==> config.mk <==
export PLATFORM = sky130hd
export DESIGN_NAME = ps2_rx
export DESIGN_NICKNAME = d
export VERILOG_FILES = /design/src/hdl/ps2_rx.sv
export SDC_FILE = /design/constraint.sdc
export NUM_CORES = 1
export LEC_CHECK = 0
export BUFFER_PORTS_ARGS = -buffer_cell sky130_fd_sc_hd__buf_2
export CAP_MARGIN = 0
export CORE_MARGIN = 4
export CORE_UTILIZATION = 30
export CTS_CLUSTER_DIAMETER = 80
export DETAILED_ROUTE_END_ITERATION = 6
export GPL_TIMING_DRIVEN = 0
export SETUP_SLACK_MARGIN = 0.4
export SLEW_MARGIN = 10
export SYNTH_ARGS = -nofsm -noshare
export SYNTH_HDL_FRONTEND = slang
export SYNTH_SLANG_ARGS = --single-unit
==> constraint.sdc <==
create_clock -name clk -period 1.64 [get_ports clk]
set_input_delay 0.328 -clock clk [delete_from_list [all_inputs] [get_ports clk]]
set_output_delay 0.328 -clock clk [all_outputs]
set_load 0.01 [all_outputs]
==> src/hdl/ps2_rx.sv <==
`default_nettype none

module ps2_rx (
  input  logic       clk,
  input  logic       rst_n,
  input  logic       ps2_clk_i,     // Keyboard clock, async
  input  logic       ps2_dat_i,
  output logic [7:0] key_o,
  output logic       key_valid_o,   // One cycle per reported key
  output logic       break_o,       // Key was preceded by F0
  output logic       extended_o,    // Key was preceded by E0
  output logic       parity_err_o
);

  logic [2:0]  clk_sync;   // Two sync stages plus one for edge detect
  logic [1:0]  dat_sync;
  logic        fall;
  logic [3:0]  bit_cnt;
  logic [9:0]  shreg;      // Bits received so far, LSB first
  logic [10:0] frame;      // Stop, parity, data, start
  logic        frame_done;
  logic        par_ok;
  logic [7:0]  code;
  logic        brk_pend;
  logic        ext_pend;

  ////////////////////////////////
  // Synchronisers
  ////////////////////////////////
  always_ff @(posedge clk, negedge rst_n) begin
    if (!rst_n) begin
      clk_sync <= 3'b111;   // Lines idle high
      dat_sync <= 2'b11;
    end else begin
      clk_sync <= {clk_sync[1:0], ps2_clk_i};
      dat_sync <= {dat_sync[0], ps2_dat_i};
    end
  end

  assign fall       = clk_sync[2] & ~clk_sync[1];
  assign frame      = {dat_sync[1], shreg};
  assign frame_done = fall && (bit_cnt == 4'd10);
  assign code       = frame[8:1];
  assign par_ok     = ^frame[9:1];   // Odd parity over data and parity bit

  // Data shifts in from the top
  always_ff @(posedge clk) begin
    if (fall) begin
      shreg <= {dat_sync[1], shreg[9:1]};
    end
  end

  ////////////////////////////////
  // Frame and prefix control
  ////////////////////////////////
  always_ff @(posedge clk, negedge rst_n) begin
    if (!rst_n) begin
      bit_cnt      <= 4'd0;
      key_o        <= 8'h00;
      key_valid_o  <= 1'b0;
      break_o      <= 1'b0;
      extended_o   <= 1'b0;
      parity_err_o <= 1'b0;
      brk_pend     <= 1'b0;
      ext_pend     <= 1'b0;
    end else begin
      key_valid_o <= 1'b0;
      if (fall) begin
        bit_cnt <= (bit_cnt == 4'd10) ? 4'd0 : bit_cnt + 4'd1;
      end
      if (frame_done) begin
        if (code == 8'hF0) begin
          brk_pend <= 1'b1;          // Release prefix, held for next key
        end else if (code == 8'hE0) begin
          ext_pend <= 1'b1;
        end else begin
          key_o        <= code;      // Reported even on bad parity
          key_valid_o  <= 1'b1;
          break_o      <= brk_pend;
          extended_o   <= ext_pend;
          parity_err_o <= ~par_ok;
          brk_pend     <= 1'b0;
          ext_pend     <= 1'b0;
        end
      end
    end
  end

  a_key_valid_pulse: assert property (@(posedge clk) disable iff (!rst_n)
    key_valid_o |=> !key_valid_o);

endmodule

`default_nettype wire

==> results.sh, run 1 <==
export IMPL_run_status="completed"
export IMPL_syn_num_nets=93
export IMPL_report_final_setup_viol=0
export IMPL_crit_arrival_ps=1770
export IMPL_syn_area_mm2=0.00135
export IMPL_avgRoutedWirePerCell_um=13.9
export IMPL_fp_dieH_um=75.0
export IMPL_h_tree_depth=2
export IMPL_cts_hold_buf=0
export IMPL_critPathKind="flip-flop to flip-flop"
export IMPL_core_area_mm2=0.00435
export IMPL_yosysWarnings=0
export IMPL_hold_viol=0
export IMPL_multi_input_area_um2=500
export IMPL_synth_top_cell_area_share_pct=33.5
export IMPL_viasPerCell=4.60
export IMPL_synth_cell_types=28
export IMPL_grt_ovfl_total=0
export IMPL_diodes=0
export IMPL_dpl_hpwl_um=1560
export IMPL_drv_slew=0
export IMPL_ys_seq_elements=32
export IMPL_cp_max_fo=2
export IMPL_pin_count=16
export IMPL_netlist_instances=84
export IMPL_dieArea_mm2=0.00562
export IMPL_firstDrtPassIters=4
export IMPL_clk_path_buf_depth=2
export IMPL_first_iter_violations=52
export IMPL_place_congestion=0.693
export IMPL_grt_pass1_wl_um=4080
export IMPL_crit_required_ps=1800
export IMPL_first_global_vias=875
export IMPL_final_min_clock_period_ps=1600
export IMPL_die_w_um=75.0
export IMPL_relSlewSlack_pct=65.1
export IMPL_hold_path_class="input pin to asynchronous set/reset pin"
export IMPL_fin_area_mm2=0.00174
export IMPL_area_delta_synth_final_pct=29.1
export IMPL_worst_pin_slew_ps=523
export IMPL_track_usage_pct=10.3
export IMPL_synth_top_cell_by_area="dfrtp_1"
export IMPL_regArea_um2=852
export IMPL_power_leakage_nw=0.829
export IMPL_pwr_density_cell_mw_per_mm2=1240
export IMPL_max_freq_mhz=624
export IMPL_vias=795
export IMPL_port_buffers=15
export IMPL_dpl_cell_area_mm2=0.00151
export IMPL_cap_viol_max_count=0
export IMPL_cts_tree="yes"
export IMPL_drive_gt1_share_pct=51.2
export IMPL_insertion_delay_ps=290
export IMPL_fin_crit_sh_pct=97.8
export IMPL_skew_ps=15.1
export IMPL_fillerInstances=402
export IMPL_crit_path_end_kind="flip-flop"
export IMPL_grt_max_degree=24
export IMPL_path_clk_slew_ps=80
export IMPL_fin_nets=129
export IMPL_ir_drop_mv=0.516
export IMPL_synthTopCellsByArea="dfrtp_1 33%, edfxtp_1 20%, mux2_4 10%"
export IMPL_finalNonFillerCells=173
export IMPL_initial_core_util_pct=30.9
export IMPL_route_detailed_drc=0
export IMPL_syn_avg_cell_area_um2=16.0
export IMPL_worst_setup_path_start_kind="flip-flop"
export IMPL_dp_cells=151
export IMPL_cts_sinks=32
export IMPL_root_buffer="clkbuf_8"
export IMPL_yosysSeqAreaShare_pct=63.3
export IMPL_rsz0062_at_grt="true"
export IMPL_rows=24
export IMPL_antenna_left=0
export IMPL_grt_antenna_before_repair=0
export IMPL_cts_buffers=5
export IMPL_wl_um=2410
repair_timing:
item | in CTS | in global routing
setup endpoints to repair | 24 | 15
gates resized for setup | 4 | 2
setup buffers | 11 | 3
pin swaps | 4 | 1
power by group:
| group | internal (W) | leakage, nW | total (W) | switching, W |
|---|---|---|---|---|
| sequential | 0.000962 | 0.372 | 0.00105 | 0.0000868 |
| clock | 0.000297 | 0.0422 | 0.000579 | 0.000282 |
| combinational | 0.000305 | 0.415 | 0.000532 | 0.000227 |
layout make-up:
type	instances	share of cell area, %
Sequential cell	32	49.0
Multi-Input combinational cell	44	28.8
Timing Repair Buffer	29	11.1
Clock buffer	7	4.39
Tap cell	52	3.74
Inverter	7	1.51
Buffer	1	1.15
Clock inverter	1	0.288
placed cells by master (no fill, tap or decap), types with 2 or more instances in the layout:
master / synthesis / routed
nand4_1: 2 / 2
buf_12: 0 / 2
buf_4: 0 / 13
clkbuf_1: 0 / 2
dfstp_2: 5 / 5
nor2b_1: 3 / 2
mux2_2: 2 / 2
a32o_1: 2 / 2
dfrtp_1: 18 / 18
nand3_1: 2 / 2
a22o_1: 2 / 2
ha_4: 0 / 2
clkbuf_8: 0 / 5
buf_2: 0 / 15
ha_2: 0 / 2
mux2_4: 9 / 9
inv_1: 7 / 7
xnor2_1: 2 / 2
edfxtp_1: 9 / 9
final timing paths:
check	startpoint	endpoint	slack, ps	depth (start not counted)
min in group clk	ps2_dat_i	dat_sync[0]	140	1
setup reg to reg	shreg[3]	parity_err_o	40	5
hold reg to reg	clk_sync[0]	clk_sync[1]	350	0
hold / removal	rst_n	key_o[1]	5	1
max in group asynchronous	rst_n	dat_sync[0]	1250	1
setup / recovery	shreg[3]	parity_err_o	40	5
layer usage:
| metal | routed length [um] | track usage (%) | up-vias |
|---|---|---|---|
| li1 | - | - | 373 |
| met1 | 1080 | 11.9 | 396 |
| met2 | 1120 | 15.7 | 19 |
| met3 | 158 | 5.61 | 7 |
| met4 | 47 | 4.74 | 0 |
| met5 | 0 | 0 | - |
kinds of logic after synthesis:
group	after synthesis	synth area share, %
flip-flops	32	63.3
AND/OR/NAND/NOR	15	8.46
adder cells (fa/ha/maj)	5	4.65
AO/OA/AOI/OAI	8	4.74
buffers and inverters	8	2.79
multiplexers	12	12.5
XOR/XNOR	4	3.62
critical path, stage by stage, from the launching register on:
cell and delay (ps):
edfxtp_1 360, inv_1 50, ha_1 270, xnor3_1 390, xnor2_1 140, mux2_4 270
stage by stage:
stage | total power (W) | TNS, ps | hold slack (ps) | setup slack (ps) | util, %
global route | 0.00228 | -49.4 | 41.2 | -42.4 | 39.9
global placement | 0.00151 | 0 | 327 | 18.2 | 34.6
detailed placement | 0.00153 | 0 | 333 | 5.27 | 34.6
floorplan | 0.00137 | 0 | 32.4 | 115 | -
CTS | 0.00218 | 0 | 19.3 | 37.7 | 39.2
finish | 0.00216 | 0 | 5.07 | 36.4 | 39.9
registers in the layout, summed over array words and instances, names as in the netlist:
| register | flops |
|---|---|
| parity_err_o | 1 |
| bit_cnt | 4 |
| break_o | 1 |
| key_valid_o | 1 |
| dat_sync | 2 |
| shreg | 9 |
| clk_sync | 3 |
| key_o | 8 |
| ext_pend | 1 |
| extended_o | 1 |
| brk_pend | 1 |
synth_stat cells:
| library cell | n |
|---|---|
| mux2i_1 | 1 |
| xnor2_1 | 2 |
| xor2_1 | 1 |
| o2111ai_1 | 1 |
| or2b_1 | 1 |
| edfxtp_1 | 9 |
| nand4b_1 | 1 |
| ha_1 | 5 |
| o211ai_1 | 1 |
| a22o_1 | 2 |
| nor2b_1 | 3 |
| a32o_1 | 2 |
| nor2_1 | 1 |
| mux2_4 | 9 |
| and3_1 | 1 |
| nor3b_4 | 1 |
| mux2_2 | 2 |
| and3b_2 | 1 |
| xnor3_1 | 1 |
| nand3_2 | 1 |
| nand3_1 | 2 |
| buf_6 | 1 |
| dfstp_2 | 5 |
| nand4_1 | 2 |
| inv_1 | 7 |
| o21ai_0 | 2 |
| and2_2 | 1 |
| dfrtp_1 | 18 |
Power figures use the tool's default switching activity.
==> run 2: changes to the inputs <==
ABC_AREA = 1   (was default)
==> results.sh, run 2 <==
export IMPL_run_status="completed"
export IMPL_critPathKind="flip-flop to flip-flop"
export IMPL_async_reset_ff_share_pct=71.9
export IMPL_crit_arrival_ps=1530
export IMPL_dieArea_mm2=0.00572
export IMPL_worst_pin_slew_ps=527
export IMPL_track_usage_pct=10.2
export IMPL_syn_area_mm2=0.00137
export IMPL_yosysWarnings=0
export IMPL_power_leakage_nw=0.857
export IMPL_first_global_vias=915
export IMPL_synth_cell_types=23
export IMPL_cts_sinks=32
export IMPL_area_delta_synth_final_pct=27.9
export IMPL_root_buffer="clkbuf_8"
export IMPL_drv_slew=0
export IMPL_grt_antenna_before_repair=0
export IMPL_final_min_clock_period_ps=1370
export IMPL_insertion_delay_ps=280
export IMPL_place_congestion=0.782
export IMPL_report_final_setup_viol=0
export IMPL_port_buffers=15
export IMPL_holdWs_ps=22.7
export IMPL_core_area_mm2=0.00438
export IMPL_die_w_um=75.6
export IMPL_ir_drop_mv=0.356
export IMPL_grt_max_degree=24
export IMPL_crit_top_cell="nand2_1"
export IMPL_clk_path_buf_depth=2
export IMPL_drive_gt1_share_pct=39.4
export IMPL_rsz0062_at_grt="true"
export IMPL_viasPerCell=4.26
export IMPL_pwr_density_cell_mw_per_mm2=1250
export IMPL_yosysSeqAreaShare_pct=62.1
export IMPL_worst_setup_path_start_kind="flip-flop"
export IMPL_crit_required_ps=1810
export IMPL_syn_avg_cell_area_um2=11.0
export IMPL_largest_register="shreg"
export IMPL_ys_seq_elements=32
export IMPL_finalSetupTns_ps=0
export IMPL_synth_top_cell_by_area="dfrtp_1"
export IMPL_layout_commonest_cell="nand2_1"
export IMPL_crit_path_end_kind="flip-flop"
export IMPL_cts_tree="yes"
export IMPL_fillerInstances=435
export IMPL_pin_count=16
export IMPL_fin_nets=168
export IMPL_grt_pass1_wl_um=4070
export IMPL_dpl_hpwl_um=1570
export IMPL_worstPathCellList="ha_2 -> nand2_2 -> a21oi_4 -> nor2_8 -> inv_4 -> buf_8 -> nand2_1 -> nand2_1"
export IMPL_synth_top_cell_area_share_pct=32.8
export IMPL_reg2reg_depth=8
export IMPL_route_detailed_drc=0
export IMPL_syn_num_nets=134
export IMPL_fp_dieH_um=75.6
export IMPL_firstDrtPassIters=4
export IMPL_reg_top3="shreg (9), key_o (8), bit_cnt (4)"
export IMPL_avgRoutedWirePerCell_um=11.1
export IMPL_largest_register_ffs=9
export IMPL_synth_edff_count=9
export IMPL_synthTopCellsByArea="dfrtp_1 33%, edfxtp_1 20%, nand2_1 12%"
export IMPL_wl_um=2350
export IMPL_slowest_delay_ps=440
export IMPL_vias=903
export IMPL_antenna_left=0
export IMPL_diodes=0
export IMPL_first_iter_violations=69
export IMPL_cts_hold_buf=0
export IMPL_p_total_w=0.00220
export IMPL_hold_path_class="input pin to asynchronous set/reset pin"
export IMPL_h_tree_depth=2
export IMPL_fin_crit_sh_pct=83.3
export IMPL_cts_buffers=5
export IMPL_post_synth_top_count_cell="nand2_1"
export IMPL_grt_ovfl_total=0
export IMPL_synthFlopType="dfrtp_1"
export IMPL_cp_max_fo=10
export IMPL_final_cell_mix="40 x nand2_1, 18 x dfrtp_1, 15 x buf_2, 13 x inv_1, 10 x buf_4"
export IMPL_max_freq_mhz=732
export IMPL_yosys_top_cells_count="45 x nand2_1, 18 x dfrtp_1, 14 x inv_1"
export IMPL_slowest_stage="edfxtp_1"
export IMPL_relSlewSlack_pct=64.9
export IMPL_rows=24
export IMPL_skew_ps=3.56
export IMPL_hold_viol=0
export IMPL_initial_core_util_pct=31.3
export IMPL_final_util_pct=40.0
export IMPL_netlist_instances=125
export IMPL_path_clk_slew_ps=60
export IMPL_cap_viol_max_count=0
==> run 2: report_power, final <==
group | switching [W] | total [W] | internal [W]
logic | 0.000291 | 0.000520 | 0.000229
clock network | 0.000261 | 0.000562 | 0.000301
registers | 0.000114 | 0.00111 | 0.00100
total | 0.000666 | 0.00220 | 0.00153
==> run 2: final cells by class <==
cell class	instances	area [um2]	share of cell area, %
flip-flops and latches	32	852	48.5
multi-input cells	75	488	27.8
repair buffers	27	181	10.3
clock buffers	8	80.1	4.56
well taps	52	65.1	3.71
inverters	16	62.6	3.56
plain buffers	2	26.3	1.50
==> run 2: kinds of logic (layout without fill, tap and decap cells) <==
group | after synthesis | count (layout) | synth area share [%]
AOI/OAI and AO/OA | 8 | 8 | 4.10
xor gates and xnor gates | 2 | 2 | 1.28
adders and majority gates | 5 | 5 | 4.56
buffers and inverters | 18 | 53 | 6.20
DFF | 32 | 32 | 62.1
and+or+nand+nor | 60 | 60 | 21.8
==> run 2: per-layer routing <==
metal	vias up	track usage [%]	part of all wire, %
met5	-	0	0
met4	0	8.93	3.9
met3	7	3.56	5.4
met2	17	15.5	46
met1	421	11.1	44
li1	458	-	-
==> run 2: worst paths after layout <==
kind	to	slack (ps)	start
worst max-delay path	extended_o	270	shreg[6]
worst min-delay path	key_o[3]	20	rst_n
min in group clk	dat_sync[0]	140	ps2_dat_i
worst max register to register	extended_o	270	shreg[6]
worst min register to register	dat_sync[1]	360	dat_sync[0]
max in group asynchronous	clk_sync[0]	1250	rst_n
==> run 2: critical path, delay by kind of cell (launching register included) <==
family,cells,cell delay (ps)
flip-flops,1,440
AND/OR/NAND/NOR,4,320
adder cells (fa/ha/maj),1,210
buffers and inverters,2,190
AO/OA/AOI/OAI,1,80
==> run 2: metrics by stage <==
stage	worst slack, ps	std cells	cell area, um2
2_1_floorplan	256	125	1380
3_3_place_gp	126	192	1520
3_5_place_dp	91.6	192	1520
4_1_cts	266	206	1680
5_1_grt	188	212	1760
6_report	274	212	1760
==> run 2: repair_timing <==
action	4_1_cts	5_1_grt
pin swaps	4	3
gates resized for setup	11	8
hold endpoints to repair	0	0
endpoints found under the setup margin	16	27
buffers inserted	6	6
==> run 3: changes to the inputs <==
clock period = 1.3 ns   (was 1.64 ns; I/O delays follow)
==> results.sh, run 3 (synthesis gave the netlist of run 2 again) <==
export IMPL_place_congestion=0.782
export IMPL_dpl_hpwl_um=1570
export IMPL_critPathKind="flip-flop to flip-flop"
export IMPL_core_area_mm2=0.00438
export IMPL_finalNonFillerCells=225
export IMPL_rows=24
export IMPL_report_final_setup_viol=13
export IMPL_antenna_left=0
export IMPL_final_cell_mix="35 x nand2_1, 21 x buf_4, 18 x dfrtp_1, 14 x inv_1, 14 x buf_2"
export IMPL_fillerInstances=417
export IMPL_top_layer="met4"
export IMPL_cts_sinks=32
export IMPL_violations="negative hold slack, negative setup slack"
export IMPL_reg_top3="shreg (9), key_o (8), bit_cnt (4)"
export IMPL_max_freq_mhz=718
export IMPL_finalSetupTns_ps=-916
export IMPL_fin_crit_sh_pct=107
export IMPL_h_tree_depth=2
export IMPL_regArea_um2=852
export IMPL_first_global_vias=923
export IMPL_track_usage_pct=10.1
export IMPL_insertion_delay_ps=280
export IMPL_crit_required_ps=1520
export IMPL_layout_commonest_cell="nand2_1"
export IMPL_cts_tree="yes"
export IMPL_cp_top_family="flip-flops"
export IMPL_grt_ovfl_total=0
export IMPL_diodes=0
export IMPL_die_w_um=75.6
export IMPL_met1Wirelength_um=1120
export IMPL_dieArea_mm2=0.00572
export IMPL_grt_pass1_wl_um=4070
export IMPL_largest_register="shreg"
export IMPL_rsz0062_at_grt="true"
export IMPL_grt_max_degree=24
export IMPL_dp_cells=192
export IMPL_ir_drop_mv=0.517
export IMPL_worst_pin_slew_ps=529
export IMPL_drv_slew=0
export IMPL_wl_um=2570
export IMPL_dpl_cell_area_mm2=0.00152
export IMPL_pin_count=16
export IMPL_pwr_density_cell_mw_per_mm2=1590
export IMPL_relSlewSlack_pct=64.7
export IMPL_grt_antenna_before_repair=0
export IMPL_power_leakage_nw=0.944
export IMPL_cp_buffers_inverters=3
export IMPL_first_iter_violations=80
export IMPL_port_buffers=15
export IMPL_fin_nets=181
export IMPL_skew_ps=6.23
export IMPL_initial_core_util_pct=31.3
export IMPL_worstPathCellList="inv_1 -> ha_2 -> nand2_2 -> a21oi_4 -> nor2_8 -> inv_4 -> buf_8 -> nand2_2 -> nand2_1"
export IMPL_clk_path_buf_depth=2
export IMPL_viasPerCell=4.27
export IMPL_cp_max_fo=5
export IMPL_hold_path_class="input pin to asynchronous set/reset pin"
export IMPL_wl_met3_um=144
export IMPL_met2WireLength_um=1230
export IMPL_holdWs_ps=-47.6
export IMPL_run_status="complete, but fails checks"
export IMPL_vias=961
export IMPL_multi_input_area_um2=502
export IMPL_crit_arrival_ps=1610
export IMPL_slowest_stage="edfxtp_1"
export IMPL_final_min_clock_period_ps=1390
export IMPL_worst_setup_path_start_kind="flip-flop"
export IMPL_hold_viol=18
export IMPL_fin_ws_ps=-92.0
export IMPL_slowest_delay_ps=430
export IMPL_cts_buffers=5
export IMPL_path_clk_slew_ps=60
export IMPL_root_buffer="clkbuf_8"
export IMPL_crit_top_cell="nand2_2"
export IMPL_fin_area_mm2=0.00189
export IMPL_fp_dieH_um=75.6
export IMPL_avgRoutedWirePerCell_um=11.4
export IMPL_final_util_pct=43.2
export IMPL_area_delta_synth_final_pct=38.0
export IMPL_crit_path_end_kind="flip-flop"
export IMPL_cap_viol_max_count=0
export IMPL_route_detailed_drc=0
export IMPL_largest_register_ffs=9
export IMPL_firstDrtPassIters=4
export IMPL_drive_gt1_share_pct=46.2
==> run 3: what timing repair did <==
action,in CTS,in global routing
endpoints found under the hold margin,18,4
gates resized for setup,6,20
pin swaps,3,11
setup endpoints to repair,39,39
gates cloned,0,1
buffers inserted,13,11
==> run 3: worst reg2reg max path, delay by kind of cell, from the launching register on <==
| family | cells | cell delay, ps |
|---|---|---|
| buffers and inverters | 3 | 290 |
| adders and majority gates | 1 | 170 |
| and+or+nand+nor | 4 | 240 |
| DFF | 1 | 430 |
| AOI/OAI and AO/OA | 1 | 190 |
==> run 3: metal layers <==
| layer | global-route usage [%] | vias up |
|---|---|---|
| met5 | 0 | - |
| met4 | 7.77 | 0 |
| met1 | 11.0 | 456 |
| met3 | 4.75 | 7 |
| met2 | 15.2 | 16 |
| li1 | - | 482 |
==> run 3: path summary, 6_finish.rpt <==
check,end,startpoint,cells past startpoint,slack [ps]
hold reg to reg,dat_sync[1],dat_sync[0],0,360
setup / recovery,extended_o,shreg[5],9,-90
min in group clk,dat_sync[0],ps2_dat_i,1,70
setup reg to reg,extended_o,shreg[5],9,-90
max in group asynchronous,clk_sync[0],rst_n,1,980
hold / removal,key_o[3],rst_n,1,-50
==> run 3: through the flow <==
| step | setup slack, ps | hold WS (ps) | power, W |
|---|---|---|---|
| after floorplan | -83.8 | -35.6 | 0.00181 |
| after global routing | -163 | -7.59 | 0.00325 |
| after global placement | -214 | 263 | 0.00201 |
| final | -92.0 | -47.6 | 0.00302 |
| after detailed placement | -248 | 280 | 0.00204 |
| after CTS | -68.5 | -29.4 | 0.00288 |
==> run 3: area by class of cell <==
class / count / area share (%)
timing repair buffer: 40 / 16.2
tap: 52 / 3.43
multi-input combinational: 75 / 26.5
clock buffer: 8 / 4.23
buffer: 2 / 1.39
sequential: 32 / 45.0
inverter: 16 / 3.30
==> run 3: where the power goes <==
group | total, W | switching (W) | internal (W)
clock network | 0.000716 | 0.000337 | 0.000380
registers | 0.00141 | 0.000145 | 0.00126
logic | 0.000895 | 0.000425 | 0.000470
total | 0.00302 | 0.000907 | 0.00211
